**config.mk**
```make
export PLATFORM = sky130hd
export DESIGN_NAME = issue_stage
export DESIGN_NICKNAME = d
export VERILOG_FILES = /design/src/issue_pkg.sv /design/src/operand_bypass.sv /design/src/operand_select.sv /design/src/waw_check.sv /design/src/issue_arbiter.sv /design/src/fu_dispatch.sv /design/src/issue_stage.sv
export SDC_FILE = /design/constraint.sdc
export NUM_CORES = 2
export LEC_CHECK = 0
export ABC_CLOCK_PERIOD_IN_PS = 10400
export BUFFER_PORTS_ARGS = -buffer_cell sky130_fd_sc_hd__buf_4
export CORE_AREA = 2 2 613 615
export CTS_BUF_LIST = sky130_fd_sc_hd__clkbuf_4 sky130_fd_sc_hd__clkbuf_8 sky130_fd_sc_hd__clkbuf_16
export DETAILED_ROUTE_END_ITERATION = 8
export DIE_AREA = 0 0 615 617
export HOLD_SLACK_MARGIN = 0.06
export PLACE_DENSITY = 0.31
export SLEW_MARGIN = 0
export SYNTH_ARGS = -nofsm -noshare
export SYNTH_HDL_FRONTEND = slang
export SYNTH_SLANG_ARGS = --single-unit
```
**constraint.sdc**
```tcl
create_clock -name clk -period 10.4 [get_ports clk]
set_input_delay 1.56 -clock clk [delete_from_list [all_inputs] [get_ports clk]]
set_output_delay 1.56 -clock clk [all_outputs]
set_load 0.05 [all_outputs]
```
**src/issue_pkg.sv**
```systemverilog
package issue_pkg;

    localparam int xlen           = 64;
    localparam int reg_addr_w     = 5;
    localparam int lsp_offset_w   = 12;
    localparam int op_w           = 4;
    localparam int num_read_ports = 4;

    typedef logic [xlen-1:0]       xlen_t;
    typedef logic [reg_addr_w-1:0] reg_addr_t;

    // Instruction class from decode
    typedef enum logic [2:0] {
        op_int    = 3'd0,
        op_branch = 3'd1,
        op_load   = 3'd2,
        op_store  = 3'd3,
        op_muldiv = 3'd4,
        op_trap   = 3'd5,
        op_fence  = 3'd6
    } op_type_e;

    typedef enum logic [1:0] {
        opr1_rs1  = 2'd0,
        opr1_pc   = 2'd1,
        opr1_zero = 2'd2,
        opr1_zimm = 2'd3
    } opr1_sel_e;

    typedef enum logic [1:0] {
        opr2_rs2  = 2'd0,
        opr2_imm  = 2'd1,
        opr2_four = 2'd2
    } opr2_sel_e;

    typedef struct packed {
        xlen_t           pc;
        logic [op_w-1:0] op;
        logic            option;
        logic            truncate;
        logic            mem_sign;
        logic [1:0]      mem_width;
        op_type_e        op_type;
        opr1_sel_e       opr1_sel;
        opr2_sel_e       opr2_sel;
        xlen_t           imm;
        logic            wb_en;
        reg_addr_t       rs1;
        reg_addr_t       rs2;
        reg_addr_t       rd;
    } dec_bundle_t;

    typedef struct packed {
        xlen_t           pc;
        reg_addr_t       dst;
        logic            wb_en;
        logic [op_w-1:0] op;
        logic            option;
        logic            truncate;
        xlen_t           operand1;
        xlen_t           operand2;
    } ip_req_t;

    typedef struct packed {
        xlen_t                   pc;
        reg_addr_t               dst;
        logic                    wb_en;
        xlen_t                   base;
        logic [lsp_offset_w-1:0] offset;
        xlen_t                   source;
        logic                    mem_sign;
        logic [1:0]              mem_width;
    } lsp_req_t;

    typedef struct packed {
        logic      valid;
        logic      wb_en;
        reg_addr_t dst;
        xlen_t     result;
    } wb_fwd_t;

    // State of one issued request while it sits in an output register
    typedef struct packed {
        logic      valid;
        logic      ready;
        logic      wb_en;
        reg_addr_t dst;
    } ex_track_t;

    typedef struct packed {
        logic issue;
        logic from_slot1;
    } issue_sel_t;

    function automatic logic ex_writes(ex_track_t t, reg_addr_t r);
        return t.valid && t.wb_en && (t.dst == r);
    endfunction

    function automatic logic wb_writes(wb_fwd_t w, reg_addr_t r);
        return w.valid && w.wb_en && (w.dst == r);
    endfunction

endpackage

```
**src/operand_bypass.sv**
```systemverilog
module operand_bypass import issue_pkg::*; (
    input  reg_addr_t src,
    input  xlen_t     rf_data,
    input  ex_track_t ip0_ex,
    input  ex_track_t ip1_ex,
    input  ex_track_t lsp_ag,
    input  xlen_t     ip0_fwd,
    input  xlen_t     ip1_fwd,
    input  wb_fwd_t   ip0_wb,
    input  wb_fwd_t   ip1_wb,
    input  wb_fwd_t   lsp_wb,
    input  logic      lsp_mem_wb_en,
    input  reg_addr_t lsp_mem_dst,
    output xlen_t     value,
    output logic      ready
);

    // Points run from late to early, so the youngest producer wins
    always_comb begin
        value = rf_data;
        ready = 1'b1;
        if (wb_writes(ip0_wb, src)) begin
            value = ip0_wb.result;
            ready = 1'b1;
        end
        if (wb_writes(ip1_wb, src)) begin
            value = ip1_wb.result;
            ready = 1'b1;
        end
        // Execute result, only once the pipe has taken the request
        if (ex_writes(ip0_ex, src) && ip0_ex.ready) begin
            value = ip0_fwd;
            ready = 1'b1;
        end
        if (ex_writes(ip1_ex, src) && ip1_ex.ready) begin
            value = ip1_fwd;
            ready = 1'b1;
        end
        // Request still waiting in the output register
        if (ex_writes(ip0_ex, src) && !ip0_ex.ready) begin
            ready = 1'b0;
        end
        if (ex_writes(ip1_ex, src) && !ip1_ex.ready) begin
            ready = 1'b0;
        end
        if (wb_writes(lsp_wb, src)) begin
            value = lsp_wb.result;
            ready = 1'b1;
        end
        // Load data not back yet
        if (lsp_mem_wb_en && (lsp_mem_dst == src)) begin
            ready = 1'b0;
        end
        if (ex_writes(lsp_ag, src)) begin
            ready = 1'b0;
        end
        // x0 reads zero whatever any pipe claims to write
        if (src == '0) begin
            value = '0;
            ready = 1'b1;
        end
    end

endmodule

```
**src/operand_select.sv**
```systemverilog
module operand_select import issue_pkg::*; (
    input  dec_bundle_t inst,
    input  xlen_t       rs1_data,
    input  xlen_t       rs2_data,
    input  ex_track_t   ip0_ex,
    input  ex_track_t   ip1_ex,
    input  ex_track_t   lsp_ag,
    input  xlen_t       ip0_fwd,
    input  xlen_t       ip1_fwd,
    input  wb_fwd_t     ip0_wb,
    input  wb_fwd_t     ip1_wb,
    input  wb_fwd_t     lsp_wb,
    input  logic        lsp_mem_wb_en,
    input  reg_addr_t   lsp_mem_dst,
    output xlen_t       operand1,
    output xlen_t       operand2,
    output logic        ready
);

    xlen_t rs1_value;
    xlen_t rs2_value;
    logic  rs1_ready;
    logic  rs2_ready;

    operand_bypass i_rs1_bypass (
        .src(inst.rs1), .rf_data(rs1_data),
        .ip0_ex(ip0_ex), .ip1_ex(ip1_ex), .lsp_ag(lsp_ag),
        .ip0_fwd(ip0_fwd), .ip1_fwd(ip1_fwd),
        .ip0_wb(ip0_wb), .ip1_wb(ip1_wb), .lsp_wb(lsp_wb),
        .lsp_mem_wb_en(lsp_mem_wb_en), .lsp_mem_dst(lsp_mem_dst),
        .value(rs1_value), .ready(rs1_ready)
    );

    operand_bypass i_rs2_bypass (
        .src(inst.rs2), .rf_data(rs2_data),
        .ip0_ex(ip0_ex), .ip1_ex(ip1_ex), .lsp_ag(lsp_ag),
        .ip0_fwd(ip0_fwd), .ip1_fwd(ip1_fwd),
        .ip0_wb(ip0_wb), .ip1_wb(ip1_wb), .lsp_wb(lsp_wb),
        .lsp_mem_wb_en(lsp_mem_wb_en), .lsp_mem_dst(lsp_mem_dst),
        .value(rs2_value), .ready(rs2_ready)
    );

    always_comb begin
        case (inst.opr1_sel)
            opr1_rs1:  operand1 = rs1_value;
            opr1_pc:   operand1 = inst.pc;
            opr1_zero: operand1 = '0;
            default:   operand1 = xlen_t'(inst.rs1);
        endcase
        case (inst.opr2_sel)
            opr2_rs2:  operand2 = rs2_value;
            opr2_imm:  operand2 = inst.imm;
            opr2_four: operand2 = xlen_t'(4);
            default:   operand2 = '0;
        endcase
    end

    // A register source only matters when it is actually selected
    assign ready = ((inst.opr1_sel != opr1_rs1) || rs1_ready) &&
                   ((inst.opr2_sel != opr2_rs2) || rs2_ready);

endmodule

```
**src/waw_check.sv**
```systemverilog
module waw_check import issue_pkg::*; (
    input  dec_bundle_t inst,
    input  ex_track_t   ip0_ex,
    input  ex_track_t   ip1_ex,
    input  wb_fwd_t     ip0_wb,
    input  wb_fwd_t     ip1_wb,
    input  ex_track_t   lsp_ag,
    input  logic        lsp_mem_wb_en,
    input  reg_addr_t   lsp_mem_dst,
    output logic        ip_clear,
    output logic        lsp_clear
);

    logic lsp_writes_rd;
    logic ip_writes_rd;

    // Load/store results land late, an integer op must not overtake them
    assign lsp_writes_rd = ex_writes(lsp_ag, inst.rd) ||
                           (lsp_mem_wb_en && (lsp_mem_dst == inst.rd));

    // Held or accepted execute, or writeback, in either integer pipe
    assign ip_writes_rd = ex_writes(ip0_ex, inst.rd) || ex_writes(ip1_ex, inst.rd) ||
                          wb_writes(ip0_wb, inst.rd) || wb_writes(ip1_wb, inst.rd);

    assign ip_clear  = !inst.wb_en || !lsp_writes_rd;
    assign lsp_clear = !inst.wb_en || !ip_writes_rd;

endmodule

```
**src/issue_arbiter.sv**
```systemverilog
module issue_arbiter import issue_pkg::*; (
    input  dec_bundle_t dec0,
    input  logic        dec0_valid,
    input  dec_bundle_t dec1,
    input  logic        dec1_valid,
    input  logic [1:0]  opr_ready,
    input  logic [1:0]  ip_clear,
    input  logic [1:0]  lsp_clear,
    input  logic        ip0_ready,
    input  logic        ip1_ready,
    input  logic        lsp_ready,
    input  logic        pipe_flush,
    output logic        issue_dec0,
    output logic        issue_dec1,
    output issue_sel_t  sel_ip0,
    output issue_sel_t  sel_ip1,
    output issue_sel_t  sel_lsp
);

    logic dec0_is_int;
    logic dec0_is_ls;
    logic dec1_is_int;
    logic dec1_is_ls;
    logic same_rd;
    logic raw_rs1;
    logic raw_rs2;
    logic pair_ok;

    assign dec0_is_int = (dec0.op_type == op_int);
    assign dec1_is_int = (dec1.op_type == op_int);
    assign dec0_is_ls  = (dec0.op_type == op_load) || (dec0.op_type == op_store);
    assign dec1_is_ls  = (dec1.op_type == op_load) || (dec1.op_type == op_store);

    // Slot 1 must neither write slot 0's rd nor read it
    assign same_rd = dec0.wb_en && dec1.wb_en && (dec0.rd == dec1.rd);
    assign raw_rs1 = dec0.wb_en && (dec1.opr1_sel == opr1_rs1) && (dec0.rd == dec1.rs1);
    assign raw_rs2 = dec0.wb_en && (dec1.opr2_sel == opr2_rs2) && (dec0.rd == dec1.rs2);
    assign pair_ok = dec0_valid && dec1_valid && !same_rd && !raw_rs1 && !raw_rs2;

    always_comb begin
        sel_ip0    = '0;
        sel_ip1    = '0;
        sel_lsp    = '0;
        issue_dec0 = 1'b0;
        issue_dec1 = 1'b0;

        if (!pipe_flush && dec0_valid && opr_ready[0]) begin
            // ip1 is preferred so that ip0 stays free for slot 1
            if (dec0_is_int && ip_clear[0]) begin
                if (ip1_ready) begin
                    sel_ip1.issue = 1'b1;
                end else if (ip0_ready) begin
                    sel_ip0.issue = 1'b1;
                end
            end else if (dec0_is_ls && lsp_clear[0] && lsp_ready) begin
                sel_lsp.issue = 1'b1;
            end
            issue_dec0 = sel_ip0.issue || sel_ip1.issue || sel_lsp.issue;

            if (issue_dec0 && pair_ok && opr_ready[1]) begin
                if (dec1_is_int && ip_clear[1]) begin
                    if (!sel_ip0.issue && ip0_ready) begin
                        sel_ip0 = '{issue: 1'b1, from_slot1: 1'b1};
                    end else if (!sel_ip1.issue && ip1_ready) begin
                        sel_ip1 = '{issue: 1'b1, from_slot1: 1'b1};
                    end
                end else if (dec1_is_ls && !dec0_is_ls && lsp_clear[1] && lsp_ready) begin
                    sel_lsp = '{issue: 1'b1, from_slot1: 1'b1};
                end
                issue_dec1 = sel_ip0.from_slot1 || sel_ip1.from_slot1 || sel_lsp.from_slot1;
            end
        end
    end

endmodule

```
**src/fu_dispatch.sv**
```systemverilog
module fu_dispatch import issue_pkg::*; (
    input  logic        clk,
    input  logic        rst,
    input  logic        pipe_flush,
    input  dec_bundle_t dec0,
    input  dec_bundle_t dec1,
    input  xlen_t       dec0_opr1,
    input  xlen_t       dec0_opr2,
    input  xlen_t       dec1_opr1,
    input  xlen_t       dec1_opr2,
    input  issue_sel_t  sel_ip0,
    input  issue_sel_t  sel_ip1,
    input  issue_sel_t  sel_lsp,
    output ip_req_t     ip0_req,
    output logic        ip0_valid,
    input  logic        ip0_ready,
    output ip_req_t     ip1_req,
    output logic        ip1_valid,
    input  logic        ip1_ready,
    output lsp_req_t    lsp_req,
    output logic        lsp_valid,
    input  logic        lsp_ready,
    output ex_track_t   ip0_ex,
    output ex_track_t   ip1_ex,
    output ex_track_t   lsp_ag
);

    ip_req_t  slot_ip  [2];
    lsp_req_t slot_lsp [2];

    function automatic ip_req_t build_ip(dec_bundle_t d, xlen_t opr1, xlen_t opr2);
        ip_req_t r;
        r.pc       = d.pc;
        r.dst      = d.rd;
        r.wb_en    = d.wb_en;
        r.op       = d.op;
        r.option   = d.option;
        r.truncate = d.truncate;
        r.operand1 = opr1;
        r.operand2 = opr2;
        return r;
    endfunction

    // Address is base plus offset, source is the store data
    function automatic lsp_req_t build_lsp(dec_bundle_t d, xlen_t opr1, xlen_t opr2);
        lsp_req_t r;
        r.pc        = d.pc;
        r.dst       = d.rd;
        r.wb_en     = d.wb_en;
        r.base      = opr1;
        r.offset    = d.imm[lsp_offset_w-1:0];
        r.source    = opr2;
        r.mem_sign  = d.mem_sign;
        r.mem_width = d.mem_width;
        return r;
    endfunction

    // New issue sets valid, a taken request or a flush drops it, else hold
    function automatic logic next_valid(logic issue, logic valid, logic ready, logic flush);
        if (issue) begin
            return 1'b1;
        end
        return valid && !ready && !flush;
    endfunction

    assign slot_ip[0]  = build_ip(dec0, dec0_opr1, dec0_opr2);
    assign slot_ip[1]  = build_ip(dec1, dec1_opr1, dec1_opr2);
    assign slot_lsp[0] = build_lsp(dec0, dec0_opr1, dec0_opr2);
    assign slot_lsp[1] = build_lsp(dec1, dec1_opr1, dec1_opr2);

    always_ff @(posedge clk) begin
        if (rst) begin
            ip0_valid <= 1'b0;
            ip1_valid <= 1'b0;
            lsp_valid <= 1'b0;
        end else begin
            ip0_valid <= next_valid(sel_ip0.issue, ip0_valid, ip0_ready, pipe_flush);
            ip1_valid <= next_valid(sel_ip1.issue, ip1_valid, ip1_ready, pipe_flush);
            lsp_valid <= next_valid(sel_lsp.issue, lsp_valid, lsp_ready, pipe_flush);
        end
    end

    // Payload only moves on issue, so a stalled request keeps its fields
    always_ff @(posedge clk) begin
        if (sel_ip0.issue) begin
            ip0_req <= slot_ip[sel_ip0.from_slot1];
        end
        if (sel_ip1.issue) begin
            ip1_req <= slot_ip[sel_ip1.from_slot1];
        end
        if (sel_lsp.issue) begin
            lsp_req <= slot_lsp[sel_lsp.from_slot1];
        end
    end

    assign ip0_ex = '{valid: ip0_valid, ready: ip0_ready, wb_en: ip0_req.wb_en,
                      dst: ip0_req.dst};
    assign ip1_ex = '{valid: ip1_valid, ready: ip1_ready, wb_en: ip1_req.wb_en,
                      dst: ip1_req.dst};
    assign lsp_ag = '{valid: lsp_valid, ready: lsp_ready, wb_en: lsp_req.wb_en,
                      dst: lsp_req.dst};

endmodule

```
**src/issue_stage.sv**
```systemverilog
module issue_stage import issue_pkg::*; (
    input  logic                             clk,
    input  logic                             rst,
    input  logic                             pipe_flush,
    // Decode side
    input  dec_bundle_t                      dec0,
    input  logic                             dec0_valid,
    output logic                             dec0_ready,
    input  dec_bundle_t                      dec1,
    input  logic                             dec1_valid,
    output logic                             dec1_ready,
    // Register file, slot 0 rs1/rs2 then slot 1 rs1/rs2
    output reg_addr_t [num_read_ports-1:0]   rf_rsrc,
    input  xlen_t     [num_read_ports-1:0]   rf_rdata,
    // Integer pipes
    output ip_req_t                          ip0_req,
    output logic                             ip0_valid,
    input  logic                             ip0_ready,
    output ip_req_t                          ip1_req,
    output logic                             ip1_valid,
    input  logic                             ip1_ready,
    input  xlen_t                            ip0_fwd,
    input  xlen_t                            ip1_fwd,
    input  wb_fwd_t                          ip0_wb,
    input  wb_fwd_t                          ip1_wb,
    // Load/store pipe
    output lsp_req_t                         lsp_req,
    output logic                             lsp_valid,
    input  logic                             lsp_ready,
    input  wb_fwd_t                          lsp_wb,
    input  logic                             lsp_mem_busy,
    input  logic                             lsp_mem_wb_en,
    input  reg_addr_t                        lsp_mem_dst
);

    dec_bundle_t dec [2];
    xlen_t       opr1 [2];
    xlen_t       opr2 [2];
    logic [1:0]  opr_ready;
    logic [1:0]  ip_clear;
    logic [1:0]  lsp_clear;
    ex_track_t   ip0_ex;
    ex_track_t   ip1_ex;
    ex_track_t   lsp_ag;
    issue_sel_t  sel_ip0;
    issue_sel_t  sel_ip1;
    issue_sel_t  sel_lsp;
    logic        issue_dec0;
    logic        issue_dec1;

    assign dec[0] = dec0;
    assign dec[1] = dec1;

    for (genvar i = 0; i < 2; i++) begin : g_slot
        assign rf_rsrc[2*i]   = dec[i].rs1;
        assign rf_rsrc[2*i+1] = dec[i].rs2;

        operand_select i_operand_select (
            .inst(dec[i]), .rs1_data(rf_rdata[2*i]), .rs2_data(rf_rdata[2*i+1]),
            .ip0_ex(ip0_ex), .ip1_ex(ip1_ex), .lsp_ag(lsp_ag),
            .ip0_fwd(ip0_fwd), .ip1_fwd(ip1_fwd),
            .ip0_wb(ip0_wb), .ip1_wb(ip1_wb), .lsp_wb(lsp_wb),
            .lsp_mem_wb_en(lsp_mem_wb_en), .lsp_mem_dst(lsp_mem_dst),
            .operand1(opr1[i]), .operand2(opr2[i]), .ready(opr_ready[i])
        );

        waw_check i_waw_check (
            .inst(dec[i]), .ip0_ex(ip0_ex), .ip1_ex(ip1_ex),
            .ip0_wb(ip0_wb), .ip1_wb(ip1_wb), .lsp_ag(lsp_ag),
            .lsp_mem_wb_en(lsp_mem_wb_en), .lsp_mem_dst(lsp_mem_dst),
            .ip_clear(ip_clear[i]), .lsp_clear(lsp_clear[i])
        );
    end

    issue_arbiter i_issue_arbiter (
        .dec0(dec0), .dec0_valid(dec0_valid), .dec1(dec1), .dec1_valid(dec1_valid),
        .opr_ready(opr_ready), .ip_clear(ip_clear), .lsp_clear(lsp_clear),
        .ip0_ready(ip0_ready), .ip1_ready(ip1_ready), .lsp_ready(lsp_ready),
        .pipe_flush(pipe_flush), .issue_dec0(issue_dec0), .issue_dec1(issue_dec1),
        .sel_ip0(sel_ip0), .sel_ip1(sel_ip1), .sel_lsp(sel_lsp)
    );

    fu_dispatch i_fu_dispatch (
        .clk(clk), .rst(rst), .pipe_flush(pipe_flush),
        .dec0(dec0), .dec1(dec1),
        .dec0_opr1(opr1[0]), .dec0_opr2(opr2[0]),
        .dec1_opr1(opr1[1]), .dec1_opr2(opr2[1]),
        .sel_ip0(sel_ip0), .sel_ip1(sel_ip1), .sel_lsp(sel_lsp),
        .ip0_req(ip0_req), .ip0_valid(ip0_valid), .ip0_ready(ip0_ready),
        .ip1_req(ip1_req), .ip1_valid(ip1_valid), .ip1_ready(ip1_ready),
        .lsp_req(lsp_req), .lsp_valid(lsp_valid), .lsp_ready(lsp_ready),
        .ip0_ex(ip0_ex), .ip1_ex(ip1_ex), .lsp_ag(lsp_ag)
    );

    // Slot 0 stalls decode when it cannot go and no flush discards it
    assign dec0_ready = !rst && !(dec0_valid && !issue_dec0 && !pipe_flush);
    assign dec1_ready = dec0_ready && issue_dec1;

    // lsp_mem_busy stays unused since this stage has no load/store barrier

endmodule

```
==> run metrics <==
crit-path cells=buf_4 -> or4_1 -> o21bai_4 -> buf_4 -> nor2_4 -> buf_12 -> o21ai_0 -> nand4_1 -> a2111oi_4 -> nand4_4 -> a21boi_0 -> buf_4; number of global-route vias before repair=45,220; leak pwr=26.14 nW; Post-DP HPWL=351,900 um; clk sinks=624; Slew Viols, Final=0; Worst-Margin Slew=1312 ps; most frequent cells in the layout=buf_4 (1,685), edfxtp_1 (621), mux2i_1 (444); Placement Setup Slack=2742 ps; Final GP Congestion=0.8820; largest net degree at the start of global routing=83; most used cell, CP=buf_4; synth warn=0; outcome=finished clean; Detailed Routing Iterations Pass 1=6; CTS tree=yes; final hold vios=0; peak supply drop=0.1297 mV; CP max stage cell=or4_1; Initial Utilization=11.56%; hold_ws=625.3 ps; row count=225; RSZ-0062 raised after global routing=false; Detailed Route Iter0 Violations=5,426; Finished Layout Cells=10,610; crit share post-route=73.57%; PwrDens=121.7 nW/um^2; HP Class=flip-flop to flip-flop; DR vias/cell=4.414; Mapped Cells=4,086; Die H=617 um; maximum buffer depth of the clock tree=4; DRC Markers=0; WS Path Type=input pin to output pin; Post-synth EDFFs=621; CTS resizes=0; worst-case headroom to the max-slew limit=11.59%; max-cap violations=0; top_reg_cell synth=edfxtp_1; register area share after synthesis=43.32%; Floorplan Core Area=373,600 sq um; nets=6,391; layout cell share with drive strength beyond 1=41.01%; Avg Inst Size Synth=10.57 sq um; total track usage=22.93%; #FFs+latches synth=624; Post-synth ARST share=0%; # H-tree levels=3; Worst Path Required=8840 ps; post-synth cell types=61; CP delay by family, top=simple AND/OR/NAND/NOR gates; fin crit period=7652 ps; Root Buffer Master=clkbuf_16; initial antenna violation count=190; Syn Std Cell Area=43,180 sq um; CTS Buf Count=98; Area Growth Syn to Fin=49.24%; final wirelength=456,000 um; post-CTS setup buffer count=0; worst clock skew=55.73 ps; clk_lat worst skew=860 ps; average wire per standard cell=42.99 um; Critical Path Sink Type=output pin; Die W=615 um; Post-CTS Hold Fix Bufs=0; Reg clk slew, reported paths=50 ps; CP max stage delay=700 ps; Port Buf Inserts=1,576; final worst slack=2748 ps; WP buf/inv=4; total grt overflow=0; Via Count=46,820; I/O pin count=1,578; overall die area=379,500 sq um; Setup-failing EPs final=0; Post-Syn Nets=5,018; CP arrival=6090 ps; commonest non-fill, non-tap cell in the layout=buf_4; CP startpoint kind=input pin; first-pass GRT wire length=562,800 um; Inst Count DP=10,350; Max Clock Freq=130.7 MHz; CP Max Fanout=50; Routed Antenna Nets=0; Sum Neg Setup Slack=0 ps
layer usage:
metal / GRT usage (%) / wire (um) / share of wire, % / vias up
met5: 0 / 437 / 0.096 / -
met4: 7.103 / 14680 / 3.2 / 64
met3: 6.271 / 38300 / 8.4 / 626
met2: 38.50 / 217600 / 48 / 3044
met1: 28.31 / 185000 / 41 / 24420
li1: - / - / - / 18670
cell type report:
| class | instances | area [sq um] |
|---|---|---|
| Antenna cell | 82 | 205.2 |
| Clock buffer | 117 | 2595 |
| Clock inverter | 55 | 589.3 |
| Fill cell | 41680 | 309100 |
| Inverter | 2 | 15.01 |
| Multi-Input combinational cell | 3026 | 23010 |
| Sequential cell | 624 | 18710 |
| Tap cell | 4994 | 6248 |
| Timing Repair Buffer | 1707 | 13070 |
Yosys cell counts (3+ instances only):
cell type | instances | area, sq um
o21ai_0 | 125 | 625.6
nand4_1 | 30 | 187.7
a311o_1 | 17 | 170.2
a211o_1 | 75 | 656.9
xnor2_1 | 130 | 1139
nand2b_1 | 5 | 31.28
a211oi_1 | 138 | 1036
o31ai_1 | 46 | 345.3
a222oi_1 | 3 | 30.03
and3_1 | 3 | 18.77
nor2_1 | 297 | 1115
o21a_1 | 47 | 352.8
a21o_1 | 19 | 142.6
buf_1 | 56 | 210.2
a221oi_1 | 60 | 525.5
a221o_1 | 18 | 180.2
nor4_1 | 17 | 106.4
mux2_2 | 347 | 3908
o221ai_1 | 63 | 551.8
buf_4 | 21 | 157.7
xor2_1 | 85 | 744.5
a22oi_1 | 153 | 1149
buf_2 | 71 | 355.3
o32ai_1 | 3 | 26.28
a22o_1 | 3 | 26.28
o211ai_1 | 128 | 960.9
edfxtp_1 | 621 | 18650
mux2_1 | 81 | 912.1
dfxtp_1 | 3 | 60.06
nor3_1 | 19 | 95.09
and2_1 | 5 | 31.28
nand3_1 | 66 | 330.3
mux2i_1 | 444 | 4444
nand2_1 | 341 | 1280
nor2b_1 | 9 | 56.30
a21oi_1 | 121 | 605.6
clkbuf_1 | 286 | 1074
a31oi_1 | 72 | 450.4
or3b_2 | 4 | 35.03
or3_1 | 25 | 156.4
per-stage QoR:
stage,utilization (%),power (mW),instance area (sq um)
floorplan,-,3.511,43180
global placement,16.34,4.389,61060
detailed placement,16.34,4.389,61060
CTS,17.20,7.940,64240
global route,17.22,8.055,64330
finish,17.25,7.843,64450
cell families after synthesis:
logic type             after synthesis  share of synthesized area [%]
AO/OA/AOI/OAI                     1105                          18.47
multiplexers                       872                          21.45
AND/OR/NAND/NOR                    834                          8.212
flip-flops                         624                          43.32
buffers and inverters              436                          4.178
XOR/XNOR                           215                          4.361
state kept, by name, indices dropped and copies added, names as in the netlist, 6 cells and up:
| register | cells |
|---|---|
| i_fu_dispatch.lsp_req | 207 |
| i_fu_dispatch.ip1_req | 198 |
| i_fu_dispatch.ip0_ex | 6 |
| i_fu_dispatch.ip1_ex | 6 |
| i_fu_dispatch.ip0_req | 198 |
| i_fu_dispatch.lsp_ag | 6 |
worst reg2reg max path, cell delays in order, from the launching register on:
cell       delay, ps
edfxtp_1         740
xor2_1           200
nor3_1            70
nand3_1          260
o22ai_1          180
a32o_1           380
a2111oi_4        710
nand4_4          680
buf_4            600
buf_4            690
mux2_1           560
where the power goes:
group	total, mW	switching, mW	internal (mW)
Combinational	1.52	0.952	0.569
Sequential	2.83	0.0176	2.81
Clock	3.49	1.47	2.03
final timing paths:
check	to	cells after the start	slack, ps	start
setup / recovery	dec1_ready	12	2750	dec1[5]
hold / removal	i_fu_dispatch.ip0_valid	3	630	i_fu_dispatch.ip0_valid
setup reg to reg	i_fu_dispatch.ip1_req[166]	10	5030	i_fu_dispatch.ip0_ex[0]
hold reg to reg	i_fu_dispatch.ip0_valid	3	630	i_fu_dispatch.ip0_valid
Power figures use the tool's default switching activity.
